$ cat src/source/mem_bridge_pkg.sv
`default_nettype none

package mem_bridge_pkg;

    // bus widths
    localparam int addr_w      = 32;
    localparam int data_w      = 32;
    localparam int be_w        = 4;   // byte enables, active low
    localparam int sram_addr_w = 20;  // word address into each SRAM

    // address map
    localparam logic [addr_w-1:0] base_ram_lo    = 32'h8000_0000;
    localparam logic [addr_w-1:0] ext_ram_lo     = 32'h8040_0000;
    localparam logic [addr_w-1:0] ram_hi         = 32'h807f_ffff;
    localparam logic [addr_w-1:0] uart_data_addr = 32'hbfd0_03f8;
    localparam logic [addr_w-1:0] uart_stat_addr = 32'hbfd0_03fc;

    // serial status word layout
    localparam int stat_tx_ready_bit = 0;
    localparam int stat_rx_avail_bit = 1;

    // cycles per serial bit, kept short for simulation
    localparam logic [7:0] clks_per_bit = 8'd8;

    typedef logic [7:0] uart_byte_t;

endpackage

`default_nettype wire

$ cat src/source/uart_rx.sv
`timescale 1ns/1ps
`default_nettype none

module uart_rx (
    input  wire                       clk_i,
    input  wire                       locked_i,
    input  wire                       rxd_i,
    output mem_bridge_pkg::uart_byte_t byte_o,
    output logic                      valid_o
);
    import mem_bridge_pkg::*;

    typedef enum logic [1:0] {st_idle, st_start, st_data, st_stop} rx_state_e;

    rx_state_e  state_q;
    logic       rxd_meta_q;
    logic       rxd_q;
    logic [7:0] cyc_q;
    logic [2:0] bit_q;
    logic       bit_end;
    uart_byte_t shift_q;

    // two-flop synchronizer, idle line is high
    always_ff @(posedge clk_i or negedge locked_i) begin
        if (!locked_i) begin
            rxd_meta_q <= 1'b1;
            rxd_q      <= 1'b1;
        end else begin
            rxd_meta_q <= rxd_i;
            rxd_q      <= rxd_meta_q;
        end
    end

    assign bit_end = (cyc_q == clks_per_bit - 8'd1);

    always_ff @(posedge clk_i or negedge locked_i) begin
        if (!locked_i) begin
            state_q <= st_idle;
            cyc_q   <= '0;
            bit_q   <= '0;
            valid_o <= 1'b0;
        end else begin
            valid_o <= 1'b0;
            case (state_q)
                st_idle: begin
                    cyc_q <= '0;
                    if (!rxd_q) state_q <= st_start;  // falling edge of start bit
                end
                st_start: begin
                    // half a bit in: still low means a real start bit
                    if (cyc_q == (clks_per_bit >> 1) - 8'd1) begin
                        cyc_q   <= '0;
                        bit_q   <= '0;
                        state_q <= rxd_q ? st_idle : st_data;
                    end else begin
                        cyc_q <= cyc_q + 8'd1;
                    end
                end
                st_data: begin
                    if (bit_end) begin
                        cyc_q <= '0;
                        bit_q <= bit_q + 3'd1;
                        if (bit_q == 3'd7) state_q <= st_stop;
                    end else begin
                        cyc_q <= cyc_q + 8'd1;
                    end
                end
                default: begin
                    if (bit_end) begin
                        state_q <= st_idle;
                        valid_o <= rxd_q;  // framing error drops the byte
                    end else begin
                        cyc_q <= cyc_q + 8'd1;
                    end
                end
            endcase
        end
    end

    // lsb arrives first
    always_ff @(posedge clk_i) begin
        if (state_q == st_data && bit_end) shift_q <= {rxd_q, shift_q[7:1]};
    end

    assign byte_o = shift_q;

endmodule

`default_nettype wire

$ cat src/source/uart_tx.sv
`timescale 1ns/1ps
`default_nettype none

module uart_tx (
    input  wire                       clk_i,
    input  wire                       locked_i,
    input  wire                       start_i,
    input  mem_bridge_pkg::uart_byte_t byte_i,
    output logic                      txd_o,
    output logic                      busy_o
);
    import mem_bridge_pkg::*;

    logic [9:0] frame_q;  // stop, data, start
    logic [7:0] cyc_q;
    logic [3:0] bit_q;
    logic       bit_end;

    assign bit_end = (cyc_q == clks_per_bit - 8'd1);

    always_ff @(posedge clk_i or negedge locked_i) begin
        if (!locked_i) begin
            busy_o <= 1'b0;
            cyc_q  <= '0;
            bit_q  <= '0;
        end else if (!busy_o) begin
            if (start_i) begin
                busy_o <= 1'b1;
                cyc_q  <= '0;
                bit_q  <= '0;
            end
        end else if (bit_end) begin
            cyc_q <= '0;
            bit_q <= bit_q + 4'd1;
            if (bit_q == 4'd9) busy_o <= 1'b0;  // end of stop bit
        end else begin
            cyc_q <= cyc_q + 8'd1;
        end
    end

    always_ff @(posedge clk_i) begin
        if (!busy_o && start_i) begin
            frame_q <= {1'b1, byte_i, 1'b0};
        end else if (busy_o && bit_end) begin
            frame_q <= {1'b1, frame_q[9:1]};
        end
    end

    // line idles high between frames
    assign txd_o = busy_o ? frame_q[0] : 1'b1;

endmodule

`default_nettype wire

$ cat src/source/uart_regs.sv
`timescale 1ns/1ps
`default_nettype none

module uart_regs (
    input  wire                       clk_i,
    input  wire                       locked_i,
    input  wire                       rxd_i,
    output logic                      txd_o,
    input  wire                       tx_start_i,
    input  mem_bridge_pkg::uart_byte_t tx_byte_i,
    input  wire                       rx_pop_i,
    output logic                      tx_ready_o,
    output logic                      rx_avail_o,
    output mem_bridge_pkg::uart_byte_t rx_byte_o
);
    import mem_bridge_pkg::*;

    uart_byte_t rx_data;
    logic       rx_valid;
    logic       tx_busy;

    uart_rx i_uart_rx (
        .clk_i    (clk_i),
        .locked_i (locked_i),
        .rxd_i    (rxd_i),
        .byte_o   (rx_data),
        .valid_o  (rx_valid)
    );

    uart_tx i_uart_tx (
        .clk_i    (clk_i),
        .locked_i (locked_i),
        .start_i  (tx_start_i),
        .byte_i   (tx_byte_i),
        .txd_o    (txd_o),
        .busy_o   (tx_busy)
    );

    // newer byte wins over a pop in the same cycle
    always_ff @(posedge clk_i or negedge locked_i) begin
        if (!locked_i) begin
            rx_avail_o <= 1'b0;
        end else if (rx_valid) begin
            rx_avail_o <= 1'b1;
        end else if (rx_pop_i) begin
            rx_avail_o <= 1'b0;
        end
    end

    always_ff @(posedge clk_i) begin
        if (rx_valid) rx_byte_o <= rx_data;  // one-byte buffer
    end

    assign tx_ready_o = ~tx_busy;

endmodule

`default_nettype wire

$ cat src/source/mem_bridge.sv
`timescale 1ns/1ps
`default_nettype none

module mem_bridge (
    // fetch port
    input  wire  [mem_bridge_pkg::addr_w-1:0]      ifu_addr_i,
    output logic [mem_bridge_pkg::data_w-1:0]      ifu_rdata_o,
    output logic                                   ifu_resp_o,
    // data port
    input  wire                                    lsu_req_i,
    input  wire                                    lsu_we_i,
    input  wire  [mem_bridge_pkg::addr_w-1:0]      lsu_addr_i,
    input  wire  [mem_bridge_pkg::data_w-1:0]      lsu_wdata_i,
    input  wire  [mem_bridge_pkg::be_w-1:0]        lsu_be_n_i,
    output logic [mem_bridge_pkg::data_w-1:0]      lsu_rdata_o,
    output logic                                   lsu_resp_o,
    // base RAM
    output logic [mem_bridge_pkg::sram_addr_w-1:0] base_ram_addr_o,
    output logic [mem_bridge_pkg::data_w-1:0]      base_ram_wdata_o,
    input  wire  [mem_bridge_pkg::data_w-1:0]      base_ram_rdata_i,
    output logic [mem_bridge_pkg::be_w-1:0]        base_ram_be_n_o,
    output logic                                   base_ram_ce_n_o,
    output logic                                   base_ram_oe_n_o,
    output logic                                   base_ram_we_n_o,
    // ext RAM
    output logic [mem_bridge_pkg::sram_addr_w-1:0] ext_ram_addr_o,
    output logic [mem_bridge_pkg::data_w-1:0]      ext_ram_wdata_o,
    input  wire  [mem_bridge_pkg::data_w-1:0]      ext_ram_rdata_i,
    output logic [mem_bridge_pkg::be_w-1:0]        ext_ram_be_n_o,
    output logic                                   ext_ram_ce_n_o,
    output logic                                   ext_ram_oe_n_o,
    output logic                                   ext_ram_we_n_o,
    // serial registers
    input  wire                                    tx_ready_i,
    input  wire                                    rx_avail_i,
    input  mem_bridge_pkg::uart_byte_t             rx_byte_i,
    output logic                                   tx_start_o,
    output logic                                   rx_pop_o,
    output mem_bridge_pkg::uart_byte_t             tx_byte_o
);
    import mem_bridge_pkg::*;

    logic              ifu_base;
    logic              lsu_base;
    logic              lsu_ext;
    logic              lsu_udata;
    logic              lsu_ustat;
    logic              lsu_be_sel;
    logic [be_w-1:0]   lsu_be_n;
    logic [data_w-1:0] stat_word;

    assign ifu_base  = (ifu_addr_i >= base_ram_lo) && (ifu_addr_i < ext_ram_lo);
    assign lsu_base  = lsu_req_i && (lsu_addr_i >= base_ram_lo) && (lsu_addr_i < ext_ram_lo);
    assign lsu_ext   = lsu_req_i && (lsu_addr_i >= ext_ram_lo) && (lsu_addr_i <= ram_hi);
    assign lsu_udata = lsu_req_i && (lsu_addr_i == uart_data_addr);
    assign lsu_ustat = lsu_req_i && (lsu_addr_i == uart_stat_addr);

    // reads fetch the whole word
    assign lsu_be_sel = lsu_we_i;
    assign lsu_be_n   = lsu_be_sel ? lsu_be_n_i : '0;

    // base RAM: data port wins, fetch waits a cycle
    always_comb begin
        if (lsu_base) begin
            base_ram_addr_o = lsu_addr_i[sram_addr_w+1:2];
            base_ram_be_n_o = lsu_be_n;
            base_ram_ce_n_o = 1'b0;
            base_ram_oe_n_o = lsu_we_i;
            base_ram_we_n_o = ~lsu_we_i;
        end else begin
            base_ram_addr_o = ifu_addr_i[sram_addr_w+1:2];
            base_ram_be_n_o = '0;
            base_ram_ce_n_o = ~ifu_base;
            base_ram_oe_n_o = ~ifu_base;
            base_ram_we_n_o = 1'b1;
        end
    end

    assign base_ram_wdata_o = lsu_wdata_i;
    assign ifu_resp_o       = ~lsu_base;
    assign ifu_rdata_o      = ifu_base ? base_ram_rdata_i : '0;

    // ext RAM belongs to the data port alone
    assign ext_ram_addr_o  = lsu_addr_i[sram_addr_w+1:2];
    assign ext_ram_wdata_o = lsu_wdata_i;
    assign ext_ram_be_n_o  = lsu_be_n;
    assign ext_ram_ce_n_o  = ~lsu_ext;
    assign ext_ram_oe_n_o  = ~(lsu_ext && !lsu_we_i);
    assign ext_ram_we_n_o  = ~(lsu_ext && lsu_we_i);

    always_comb begin
        stat_word                    = '0;
        stat_word[stat_tx_ready_bit] = tx_ready_i;
        stat_word[stat_rx_avail_bit] = rx_avail_i;
    end

    // serial write stalls while the transmitter is busy
    assign tx_start_o = lsu_udata && lsu_we_i && tx_ready_i;
    assign tx_byte_o  = lsu_wdata_i[7:0];
    assign rx_pop_o   = lsu_udata && !lsu_we_i;
    assign lsu_resp_o = ~(lsu_udata && lsu_we_i && !tx_ready_i);

    always_comb begin
        if (lsu_base) begin
            lsu_rdata_o = base_ram_rdata_i;
        end else if (lsu_ext) begin
            lsu_rdata_o = ext_ram_rdata_i;
        end else if (lsu_udata) begin
            lsu_rdata_o = {{(data_w-8){1'b0}}, rx_byte_i};
        end else if (lsu_ustat) begin
            lsu_rdata_o = stat_word;
        end else begin
            lsu_rdata_o = '0;  // unmapped reads as zero
        end
    end

endmodule

`default_nettype wire

$ cat src/source/soc_mem_top.sv
`timescale 1ns/1ps
`default_nettype none

module soc_mem_top (
    input  wire                                    clk_i,
    input  wire                                    locked_i,
    input  wire                                    rxd_i,
    output logic                                   txd_o,
    input  wire  [mem_bridge_pkg::addr_w-1:0]      ifu_addr_i,
    output logic [mem_bridge_pkg::data_w-1:0]      ifu_rdata_o,
    output logic                                   ifu_resp_o,
    input  wire                                    lsu_req_i,
    input  wire                                    lsu_we_i,
    input  wire  [mem_bridge_pkg::addr_w-1:0]      lsu_addr_i,
    input  wire  [mem_bridge_pkg::data_w-1:0]      lsu_wdata_i,
    input  wire  [mem_bridge_pkg::be_w-1:0]        lsu_be_n_i,
    output logic [mem_bridge_pkg::data_w-1:0]      lsu_rdata_o,
    output logic                                   lsu_resp_o,
    output logic [mem_bridge_pkg::sram_addr_w-1:0] base_ram_addr_o,
    output logic [mem_bridge_pkg::data_w-1:0]      base_ram_wdata_o,
    input  wire  [mem_bridge_pkg::data_w-1:0]      base_ram_rdata_i,
    output logic [mem_bridge_pkg::be_w-1:0]        base_ram_be_n_o,
    output logic                                   base_ram_ce_n_o,
    output logic                                   base_ram_oe_n_o,
    output logic                                   base_ram_we_n_o,
    output logic [mem_bridge_pkg::sram_addr_w-1:0] ext_ram_addr_o,
    output logic [mem_bridge_pkg::data_w-1:0]      ext_ram_wdata_o,
    input  wire  [mem_bridge_pkg::data_w-1:0]      ext_ram_rdata_i,
    output logic [mem_bridge_pkg::be_w-1:0]        ext_ram_be_n_o,
    output logic                                   ext_ram_ce_n_o,
    output logic                                   ext_ram_oe_n_o,
    output logic                                   ext_ram_we_n_o
);
    import mem_bridge_pkg::*;

    // bridge to serial registers
    logic       tx_start;
    logic       rx_pop;
    logic       tx_ready;
    logic       rx_avail;
    uart_byte_t tx_byte;
    uart_byte_t rx_byte;

    mem_bridge i_mem_bridge (
        .ifu_addr_i       (ifu_addr_i),
        .ifu_rdata_o      (ifu_rdata_o),
        .ifu_resp_o       (ifu_resp_o),
        .lsu_req_i        (lsu_req_i),
        .lsu_we_i         (lsu_we_i),
        .lsu_addr_i       (lsu_addr_i),
        .lsu_wdata_i      (lsu_wdata_i),
        .lsu_be_n_i       (lsu_be_n_i),
        .lsu_rdata_o      (lsu_rdata_o),
        .lsu_resp_o       (lsu_resp_o),
        .base_ram_addr_o  (base_ram_addr_o),
        .base_ram_wdata_o (base_ram_wdata_o),
        .base_ram_rdata_i (base_ram_rdata_i),
        .base_ram_be_n_o  (base_ram_be_n_o),
        .base_ram_ce_n_o  (base_ram_ce_n_o),
        .base_ram_oe_n_o  (base_ram_oe_n_o),
        .base_ram_we_n_o  (base_ram_we_n_o),
        .ext_ram_addr_o   (ext_ram_addr_o),
        .ext_ram_wdata_o  (ext_ram_wdata_o),
        .ext_ram_rdata_i  (ext_ram_rdata_i),
        .ext_ram_be_n_o   (ext_ram_be_n_o),
        .ext_ram_ce_n_o   (ext_ram_ce_n_o),
        .ext_ram_oe_n_o   (ext_ram_oe_n_o),
        .ext_ram_we_n_o   (ext_ram_we_n_o),
        .tx_ready_i       (tx_ready),
        .rx_avail_i       (rx_avail),
        .rx_byte_i        (rx_byte),
        .tx_start_o       (tx_start),
        .rx_pop_o         (rx_pop),
        .tx_byte_o        (tx_byte)
    );

    uart_regs i_uart_regs (
        .clk_i      (clk_i),
        .locked_i   (locked_i),
        .rxd_i      (rxd_i),
        .txd_o      (txd_o),
        .tx_start_i (tx_start),
        .tx_byte_i  (tx_byte),
        .rx_pop_i   (rx_pop),
        .tx_ready_o (tx_ready),
        .rx_avail_o (rx_avail),
        .rx_byte_o  (rx_byte)
    );

endmodule

`default_nettype wire

$ cat config.mk
export PLATFORM = sky130hd
export DESIGN_NAME = soc_mem_top
export DESIGN_NICKNAME = d
export VERILOG_FILES = /design/src/source/mem_bridge_pkg.sv /design/src/source/uart_rx.sv /design/src/source/uart_tx.sv /design/src/source/uart_regs.sv /design/src/source/mem_bridge.sv /design/src/source/soc_mem_top.sv
export SDC_FILE = /design/constraint.sdc
export NUM_CORES = 1
export LEC_CHECK = 0
export ABC_AREA = 1
export BUFFER_PORTS_ARGS = -buffer_cell sky130_fd_sc_hd__buf_4
export CORE_AREA = 4 4 135 137
export DETAILED_ROUTE_END_ITERATION = 10
export DIE_AREA = 0 0 139 141
export GPL_TIMING_DRIVEN = 1
export PLACE_DENSITY = 0.66
export SKIP_LAST_GASP = 1
export SLEW_MARGIN = 20
export SYNTH_ARGS = -nofsm -noshare
export SYNTH_HDL_FRONTEND = slang
export SYNTH_SLANG_ARGS = --single-unit
$ cat constraint.sdc
create_clock -name clk_i -period 2 [get_ports clk_i]
set_clock_uncertainty 0.05 [all_clocks]
set_input_delay 0.3 -clock clk_i [delete_from_list [all_inputs] [get_ports clk_i]]
set_output_delay 0.3 -clock clk_i [all_outputs]
set_load 0.05 [all_outputs]
Word-level counts from Yosys, hierarchy flattened. Index checks and enable logic that the tools add are counted.

Shifts and indexed selects: 0. Bitwise logic cells: 8. Divide/modulo/power cells: 0. Order comparisons: 6. $mul: 0. Reductions and logical operators: 28. Add/sub/neg operators: 4. Muxes and demuxes: 42. Equality and inequality tests: 15.

Operators by type and width (count): 2-to-1 mux 32 bit (4); >= comparator 32 bit (second input constant) (3); equality test 32 bit (second input constant) (2); less-than comparator 32 bit (second input constant) (2); 2-to-1 mux 8 bit (6); <= comparator 32 bit (second input constant) (1); case mux 8 bit (3 select lines) (1); 2-to-1 mux 20 bit (1); 2-to-1 mux 4 bit (5); 2-to-1 mux 9 bit (2); adder 8 x 1 -> 8 bit (second input constant) (2); equality test 8 x 3 -> 1 bit (second input constant) (2); logical AND 1 bit (16); 2-to-1 mux 2 bit (7); 2-to-1 mux 1 bit (12); equality test 8 x 2 -> 1 bit (second input constant) (1); != test 2 bit (second input constant) (4); NOT 1 bit (8); nonzero test 2 bit (4); 2-to-1 mux 3 bit (2); case mux 2 bit (3 select lines) (1); case mux 3 bit (2 select lines) (1); AND reduction 5 bit (1); adder 4 x 1 -> 4 bit (second input constant) (1); 13 further kinds (14).

Input port bits: 169. Bits in read-only memories: 0. Memories kept: 0. Word-level logic and storage cells: 117. Bits in writable memories: 0. Bits in latches: 0. Register bits: 55. Output and inout bits: 185.

Depth between registers and ports, before layout. Gate-level depths: netlist of run 1.

Word-level depth: 6. Mapped depth: 10. Depth with buffers taken out: 10.

Modules after synthesis. From an unflattened synthesis of run 1, not the netlist that was laid out.

Cell total of the unflattened synthesis: 687. Area, all modules: 4748.3 sq um.

By module, submodules not included: mem_bridge (cells an instance 412, seq. area each 0.0 sq um, instances 1, area each 2164.6 sq um); uart_tx (cells an instance 144, seq. area each 585.6 sq um, instances 1, area each 1161.1 sq um); uart_rx (cells an instance 117, seq. area each 643.1 sq um, instances 1, area each 1138.6 sq um); uart_regs (cells an instance 14, seq. area each 265.3 sq um, instances 1, area each 284.0 sq um).

Least setup slack after synthesis of run 1. No wires, ideal clock.

Path type: input-to-output. From: in lsu_addr_i[28] in the netlist's numbering. To: out base_ram_addr_o[0] in the netlist's numbering. Path buffers: 1. Slack: -0.319 ns. Arrival: 1.969 ns. Stages: 6. Data required time: 1.650 ns. Path through: nor2_1 -> nand2_1 -> nor2_2 -> nand2_2 -> clkbuf_1 -> o21ai_0.

Word-level cells in the longest chain between the ends: 4. Elaborated cells on any way between the ends: 5. Classes of those cells: order compare: 2; mux: 1; reduce/logical: 2.

Ends and longest elaborated chain: start: declaration (line soc_mem_top.sv:14) `input wire [mem_bridge_pkg::addr_w-1:0] lsu_addr_i,`; >= comparator 32 bit (line mem_bridge.sv:53) `assign lsu_base = lsu_req_i && (lsu_addr_i >= base_ram_lo) && (lsu_addr_i < ext_ram_lo);`; logical AND 1 bit (line mem_bridge.sv:53); logical AND 1 bit * (line mem_bridge.sv:53); 2-to-1 mux 20 bit * (line mem_bridge.sv:64) `if (lsu_base) begin`; end: declaration (line soc_mem_top.sv:19) `output logic [mem_bridge_pkg::sram_addr_w-1:0] base_ram_addr_o,`.

Mark *: on every way between the ends. The rest lies on a longest branch, timed or not.

Worst setup path after layout of run 1.
From: in lsu_addr_i[25] in the netlist's numbering. To: out lsu_rdata_o[15] in the netlist's numbering.

Word-level cells in the longest chain between the ends: 5. Elaborated cells on any way between the ends: 10. Classes of those cells: order compare: 4; mux: 2; reduce/logical: 4.

Ends and longest elaborated chain: >= comparator 32 bit (line mem_bridge.sv:54) `assign lsu_ext = lsu_req_i && (lsu_addr_i >= ext_ram_lo) && (lsu_addr_i <= ram_hi);`; logical AND 1 bit (2 in a row) (line mem_bridge.sv:54); 2-to-1 mux 32 bit (line mem_bridge.sv:106) `end else if (lsu_ext) begin`; 2-to-1 mux 32 bit * (line mem_bridge.sv:104) `if (lsu_base) begin`; end: declaration (line soc_mem_top.sv:17) `output logic [mem_bridge_pkg::data_w-1:0] lsu_rdata_o,`.

Marks and branches as above.

==> results of run 1 <==
[power by group through the flow]
| stage | logic [W] | registers, W | clock network, W |
|---|---|---|---|
| after global routing | 0.00111 | 0.00133 | 0.000996 |
| after floorplan | 0.000901 | 0.00131 | 0 |
| after CTS | 0.00100 | 0.00132 | 0.000947 |
| final | 0.00100 | 0.00132 | 0.000915 |
| after global placement | 0.000983 | 0.00134 | 0 |
| after detailed placement | 0.000999 | 0.00134 | 0 |
[through the flow]
step	hold slack [ps]	setup WS [ps]	cells	setup TNS [ps]	cell area [um^2]
6_report	51.6	57.3	1082	0	6710
5_1_grt	41.5	-19.7	1082	-154	6710
4_1_cts	44.4	3.41	1076	0	6530
3_5_place_dp	209	9.66	1067	0	6370
3_3_place_gp	211	3.03	1067	0	6370
2_1_floorplan	-45.6	-319	650	-9020	4510
[what timing repair did]
action                                 4_1_cts  5_1_grt
hold buffers                                 1        0
buffers inserted                             0        2
gates resized for setup                      1       25
setup endpoints to repair                    1       35
endpoints found under the hold margin       28        0
cloned                                       0        3
pin swaps                                    0        6
[sequential cells by signal (all words and copies together), names as in the netlist]
register / flops
i_uart_regs.i_uart_tx.frame_q: 9
i_uart_regs.rx_byte_o: 8
i_uart_regs.i_uart_tx.busy_o: 1
i_uart_regs.i_uart_rx.rxd_meta_q: 1
i_uart_regs.i_uart_tx.bit_q: 4
i_uart_regs.i_uart_rx.byte_o: 8
i_uart_regs.i_uart_rx.state_q: 2
i_uart_regs.i_uart_rx.rxd_q: 1
i_uart_regs.i_uart_rx.valid_o: 1
i_uart_regs.i_uart_tx.cyc_q: 8
i_uart_regs.i_uart_rx.cyc_q: 8
i_uart_regs.rx_avail_o: 1
i_uart_regs.i_uart_rx.bit_q: 3
[kinds of logic after synthesis]
logic type / count (synthesis)
and+or+nand+nor: 306
buffers and inverters: 207
AOI/OAI and AO/OA: 73
DFF: 55
adders and majority gates: 6
xor gates and xnor gates: 3
[synthesized netlist by cell type, drive strengths merged]
cell type	count
dfxtp	1
nor4	2
ha	6
o211ai	2
a22o	2
or2	3
nand3	53
nor3b	3
nor3	10
o22ai	2
dfrtp	28
edfxtp	24
xor2	3
nor4b	1
nor2	75
buf	95
nand4	7
nand2	151
clkbuf	11
o21ai	51
a21oi	15
dfstp	2
inv	101
o22a	1
nand3b	1
[final cells by class]
type | instances | area, um^2 | area share [%]
clock inverter | 3 | 31.3 | 0.466
tap | 225 | 282 | 4.19
clock buffer | 5 | 125 | 1.86
timing repair buffer | 303 | 2450 | 36.4
inverter | 101 | 384 | 5.72
multi-input combinational | 389 | 1950 | 29.0
antenna | 1 | 2.50 | 0.0373
sequential | 55 | 1490 | 22.3
[worst max path at each step]
stage                               to  depth (start not counted)  slack (ps)
detailed placement      lsu_rdata_o[9]                          8          10
CTS                     lsu_rdata_o[3]                         12           3
finish                 lsu_rdata_o[15]                         11          60
global placement        lsu_rdata_o[3]                         12           3
floorplan           base_ram_addr_o[0]                          6        -320
global route           lsu_rdata_o[15]                         11         -20
[per-layer routing]
metal,vias up,GRT usage (%),part of all wire [%]
met1,2110,21.0,41
met4,2,3.66,1.4
met3,17,5.66,9.3
met5,-,2.01,0.32
li1,2358,-,-
met2,205,26.4,48
==> metrics.md, run 1 <==
| Metric | Value |
|---|---|
| Status | complete, no violations |
| TritonCTS clock tree | yes |
| Global-route wire length before repair | roughly 26,000 um |
| Commonest cells after routing, fill and taps aside | buf_4 (283), nand2_1 (144), inv_1 (96) |
| Register-to-Register Path Depth | 6 |
| Final-report max-slew violation count | 0 |
| XOR/XNOR Fraction of Synth Area | less than 1% |
| Worst-Margin Slew | around 430 ps |
| Global Route Usage Sum | around 16% |
| Final period demand of the worst path | 1940 ps |
| Post-DP HPWL | ~14,000 um |
| Required @ worst endpoint | roughly 1700 ps |
| Syn avg cell area | about 6.9 um^2 |
| DR pass1 iterations | 5 |
| Fmax | between 500 and 600 MHz |
| Worst path slowest cell | buf_4 |
| Hold path endpoint | i_uart_regs.i_uart_rx.rxd_meta_q$_DFF_PN1_ |
| Hold Path Depth | 1 |
| Worst-path clk slew | 80 ps |
| Comb power frac | 31.0% |
| Syn Inst Count | 650 |
| Initial antenna violation count | 1 |
| Max Root-Sink Buffers | 2 |
| Leakage | around 3.5 nW |
| # DRC | 0 |
| H-tree depth | 2 |
| Post-synthesis compound-gate area fraction | under 10% |
| CTS sink count | 55 |
| Area share of fa/ha/maj cells after synthesis | between 1.5 and 2% |
| Worst setup EP type | output pin |
| Worst-Skew Late Latency | roughly 300 ps |
| Yosys reg bits | 55 |
| Net switching power | approximately 0.0011 W |
| Unrepaired setup endpoints after global routing | true |
| Relative slew margins | just over 70% |
| Worst path max stage delay | between 200 and 250 ps |
| # nets final | a little over 1,000 |
| Vias in the first global route | approximately 4,500 |
| CP arrival | 1590 ps |
| Worst VDD drop | around 0.35 mV |
| Largest family of logic cells by synthesized area | simple AND/OR/NAND/NOR gates |
| Buf+Inv Stages, Crit Path | 5 |
| Std-Cell Rows | 48 |
| Core area | around 17,000 um^2 |
| Internal | between 0.002 and 0.0025 W |
| Via count | about 4,700 |
| Synth warn | 0 |
| CTS root buf | clkbuf_16 |
| Cts bufs inserted | 5 |
| Sw Share | around 34% |
| Part of the power in registers | ~41% |
| Crit-path max FO | 12 |
| R2r endpoint | i_uart_regs.i_uart_tx.frame_q[5]$_DFFE_PP_ |
| P per Cell Area | between 400 and 500 nW/um^2 |
| Fin util | roughly 39% |
| Clock power share | between 20 and 30% |
| IO Pins | around 350 |
| Synth area leader | edfxtp_1 |
| Die W | 139 um |
| Hold wc startpoint | rxd_i |
| Global route overflow | 0 |
| Commonest non-fill, non-tap cell in the layout | buf_4 |
| Top delay family on crit path | buffers and inverters |
| Simple-Gate Fraction of Synth Area | between 30% and 40% |
| Tot Pwr | about 0.0032 W |
| Wire per inst | around 16 um |
| GPL Wtd Cong | around 0.86 |
| Vias/cell | roughly 4.3 |
| Reg2Reg Setup Slack | between 200 and 250 ps |
| Number of library cell types mapped by synthesis | 38 |
| Critical path cell sequence | buf_4, nor2_1, nand2_2, nor2_4, nand2_2, clkinv_4, buf_12, clkbuf_16, nand3_1, o21ai_0, buf_4 |
| Mux contribution to synthesized area | 0% |
| CP Class | input port to output pin |
| Post-route antenna net violation count | 0 |
| Synthesized area | ~4500 um^2 |
| Post-Route WL | approximately 17,000 um |
| Die height | 141 um |
| Fillcell total | between 1,500 and 2,000 |
| Synth area leaders | edfxtp_1 (16%), dfrtp_1 (16%), buf_4 (15%) |
| Max cap viols | 0 |
| DR iter-0 viols | 290 |
| Origin of the worst setup path | lsu_addr_i[25] |
| Final hold violations | 0 |
| Setup-failing EPs final | 0 |
| Initial Utilization | roughly a quarter |
| Final period utilization | between 90 and 100% |
| CP Launch Type | input port |
| Area share of the largest cell type after synthesis | between 10% and 20% |
| Die Area | approximately 20,000 um^2 |
| Sequential area share after synthesis | 33.5% |
| IO Port Bufs | ~280 |
| Layout cell share with drive strength beyond 1 | roughly two fifths |
| Syn_nets | a little over 800 |
| Area grow syn2layout | 50.3% |
| Reg-to-Reg Start | i_uart_regs.i_uart_tx.cyc_q[0]$_DFFE_PN0P_ |
| HP Class | input port to register |
| Largest net degree at the start of global routing | 37 |
(Power assumes the default switching activity.)
==> run 2: changes to the inputs <==
Settings changed: ABC_AREA 1 to not set, CORE_AREA 4 4 135 137 to 4 4 137 139, DIE_AREA 0 0 139 141 to 0 0 141 143, PLACE_DENSITY 0.66 to 0.64.
==> metrics.md, run 2 <==
| Metric | Value |
|---|---|
| P per Cell Area | ~470 nW/um^2 |
| Global-route wire length before repair | approximately 26,000 um |
| Worst setup EP type | output pin |
| Synth top cells by count | buf_4 (84), nor2_1 (46), and2_1 (43) |
| Max FFs per register | 9 |
| GPL Wtd Cong | 0.859 |
| Failing checks | negative setup slack |
| IO Pins | 354 |
| Syn avg cell area | 9.29 um^2 |
| Relative slew margins | 73.4% |
| # DRC | 0 |
| Vias in the first global route | 4,309 |
| Most frequent cell after synthesis | buf_4 |
| R2r endpoint | i_uart_regs.i_uart_tx.frame_q[1]$_DFFE_PP_ |
| Hold path endpoint | i_uart_regs.i_uart_rx.rxd_meta_q$_DFF_PN1_ |
| Final hold violations | 0 |
| Max Root-Sink Buffers | 2 |
| Post-route cell area | 7800 um^2 |
| Global Route Usage Sum | between 10% and 20% |
| IO Port Bufs | ~280 |
| Leakage | approximately 3.7 nW |
| Commonest non-fill, non-tap cell in the layout | buf_4 |
| DR iter-0 viols | between 150 and 200 |
| Hold Path Depth | 1 |
| Cts bufs inserted | 5 |
| Syn_nets | 640 |
| Area grow syn2layout | 80.6% |
| Fillcell total | ~1,700 |
| Synth area leaders | edfxtp_1 (17%), dfrtp_1 (16%), buf_4 (15%) |
| CP Launch Type | input port |
| Initial antenna violation count | 1 |
| Commonest cells after routing, fill and taps aside | buf_4 (259), buf_6 (43), buf_8 (37) |
| Setup-failing EPs final | between 70 and 80 |
| Layout cell share with drive strength beyond 1 | approximately 66% |
| Initial Utilization | between 20% and 30% |
| Setup WS post-layout | -693 ps |
| H-tree depth | 2 |
| Origin of the worst setup path | lsu_addr_i[11] |
| Die height | approximately 140 um |
| Required @ worst endpoint | between 1500 and 2000 ps |
| Synth warn | 0 |
| Worst-Margin Slew | approximately 400 ps |
| Final-report max-slew violation count | 0 |
| Die W | 141 um |
| Final period utilization | 135% |
| Top reg by flops | i_uart_regs.i_uart_tx.frame_q |
| Syn Inst Count | 465 |
| CP Class | input port to output pin |
| Std-Cell Rows | around 50 |
| Register-to-Register Path Depth | 4 |
| Crit-path max FO | 5 |
| Placed cell areas | roughly 6800 um^2 |
| # nets final | about 900 |
| Number of diodes | 0 |
| CP arrival | roughly 2300 ps |
| Yosys reg bits | 55 |
| Fmax | ~370 MHz |
| TritonCTS clock tree | yes |
| DR pass1 iterations | 4 |
| Post-synth ARST share | a little over half |
| Worst VDD drop | between 0.3 and 0.4 mV |
| Reg-to-Reg Start | i_uart_regs.i_uart_tx.cyc_q[0]$_DFFE_PN0P_ |
| Sequential area share after synthesis | 34.6% |
| Core area | approximately 18,000 um^2 |
| Post-Route WL | 18,400 um |
| Post-DP HPWL | between 10,000 and 15,000 um |
| Worst-path clk slew | about 70 ps |
| Final period demand of the worst path | 2690 ps |
| Largest net degree at the start of global routing | 31 |
| CTS sink count | 55 |
| Vias/cell | 4.47 |
| Post-route antenna net violation count | 0 |
| Fin util | approximately 44% |
| Status | finished with violations |
| Via count | approximately 4,200 |
| Synthesized area | 4320 um^2 |
| Global route overflow | 0 |
| Number of library cell types mapped by synthesis | 55 |
| Post-synth EDFFs | 24 |
| Hold wc startpoint | rxd_i |
| Tot Pwr | between 0.003 and 0.004 W |
| Unrepaired setup endpoints after global routing | true |
| Reg2Reg Setup Slack | between 150 and 200 ps |
| Worst-Skew Late Latency | roughly 290 ps |
| Max cap viols | 0 |
| Synth area leader | edfxtp_1 |
| Area share of the largest cell type after synthesis | approximately 17% |
| Die Area | about 20,000 um^2 |
| HP Class | input port to register |
| Synth Flop Type | dfrtp_1 |
| Wire per inst | approximately 19 um |
| CTS root buf | clkbuf_16 |
==> run 2: cell count changes in the layout (fill, tap and decap cells not counted), sizes merged, moves of 12 or more <==
cell   delta
inv      -94
nand3    -41
mux2     +21
a21oi    -12
nor2     -30
and2     +43
mux2i    +35
nand2   -132
buf      +53
o21ai    -45
==> run 2: power breakdown <==
part / total [W] / leakage (nW) / internal [W] / switching, W
combinational: 0.00137 / 3.02 / 0.000650 / 0.000718
sequential: 0.00142 / 0.563 / 0.00129 / 0.000127
clock: 0.000872 / 0.0742 / 0.000469 / 0.000402
==> run 2: worst max-delay path by stage <==
stage	to	slack [ps]	depth (start not counted)
after global routing	lsu_rdata_o[4]	-730	6
after floorplan	lsu_rdata_o[0]	-570	5
final	lsu_rdata_o[4]	-690	6
after global placement	lsu_rdata_o[2]	-710	6
after detailed placement	lsu_rdata_o[4]	-730	6
after CTS	lsu_rdata_o[4]	-710	6
==> run 2: final cells by class <==
| cell class | instances | area (um^2) | share of cell area [%] |
|---|---|---|---|
| Clock buffer | 5 | 125 | 1.60 |
| Timing Repair Buffer | 354 | 3300 | 42.3 |
| Clock inverter | 3 | 22.5 | 0.289 |
| Tap cell | 229 | 287 | 3.67 |
| Multi-Input combinational cell | 293 | 2540 | 32.5 |
| Inverter | 8 | 35.0 | 0.449 |
| Sequential cell | 55 | 1490 | 19.1 |
==> run 2: cell families after synthesis <==
group                    after synthesis  share of synthesized area [%]
flip-flops                            55                           34.6
AND/OR/NAND/NOR                      171                           22.3
AO/OA/AOI/OAI                         45                           7.30
buffers and inverters                118                           17.7
multiplexers                          56                           13.6
XOR/XNOR                              14                           2.84
adder cells (fa/ha/maj)                6                           1.74
==> run 2: routing by layer <==
layer	vias up	wire, um	global-route usage [%]
li1	2048	-	-
met5	-	13	0
met4	2	215	3.72
met3	14	1530	5.39
met1	1980	7480	21.7
met2	192	9160	28.8
==> run 2: critical path, cell delays in order <==
cell     delay [ps]
buf_6           100
or4b_4          530
or4_4           560
or3_4           450
o22ai_4         170
buf_4           220
==> run 2: metrics by stage <==
stage / setup TNS, ps / instances / setup WS (ps) / hold slack [ps]
after floorplan: -7130 / 465 / -573 / -45.6
after global placement: -21630 / 922 / -714 / 208
after detailed placement: -21210 / 922 / -731 / 211
after CTS: -16950 / 955 / -710 / 51.7
after global routing: -19820 / 947 / -730 / 51.5
final: -16260 / 947 / -693 / 59.3
==> run 2: repair_timing <==
action / in CTS / in global routing
endpoints found under the hold margin: 28 / 0
gates cloned: 9 / 0
buffers inserted: 17 / 3
resized for setup: 138 / 26
endpoints found under the setup margin: 88 / 102
hold buffers: 1 / 0
pin swaps: 12 / 16
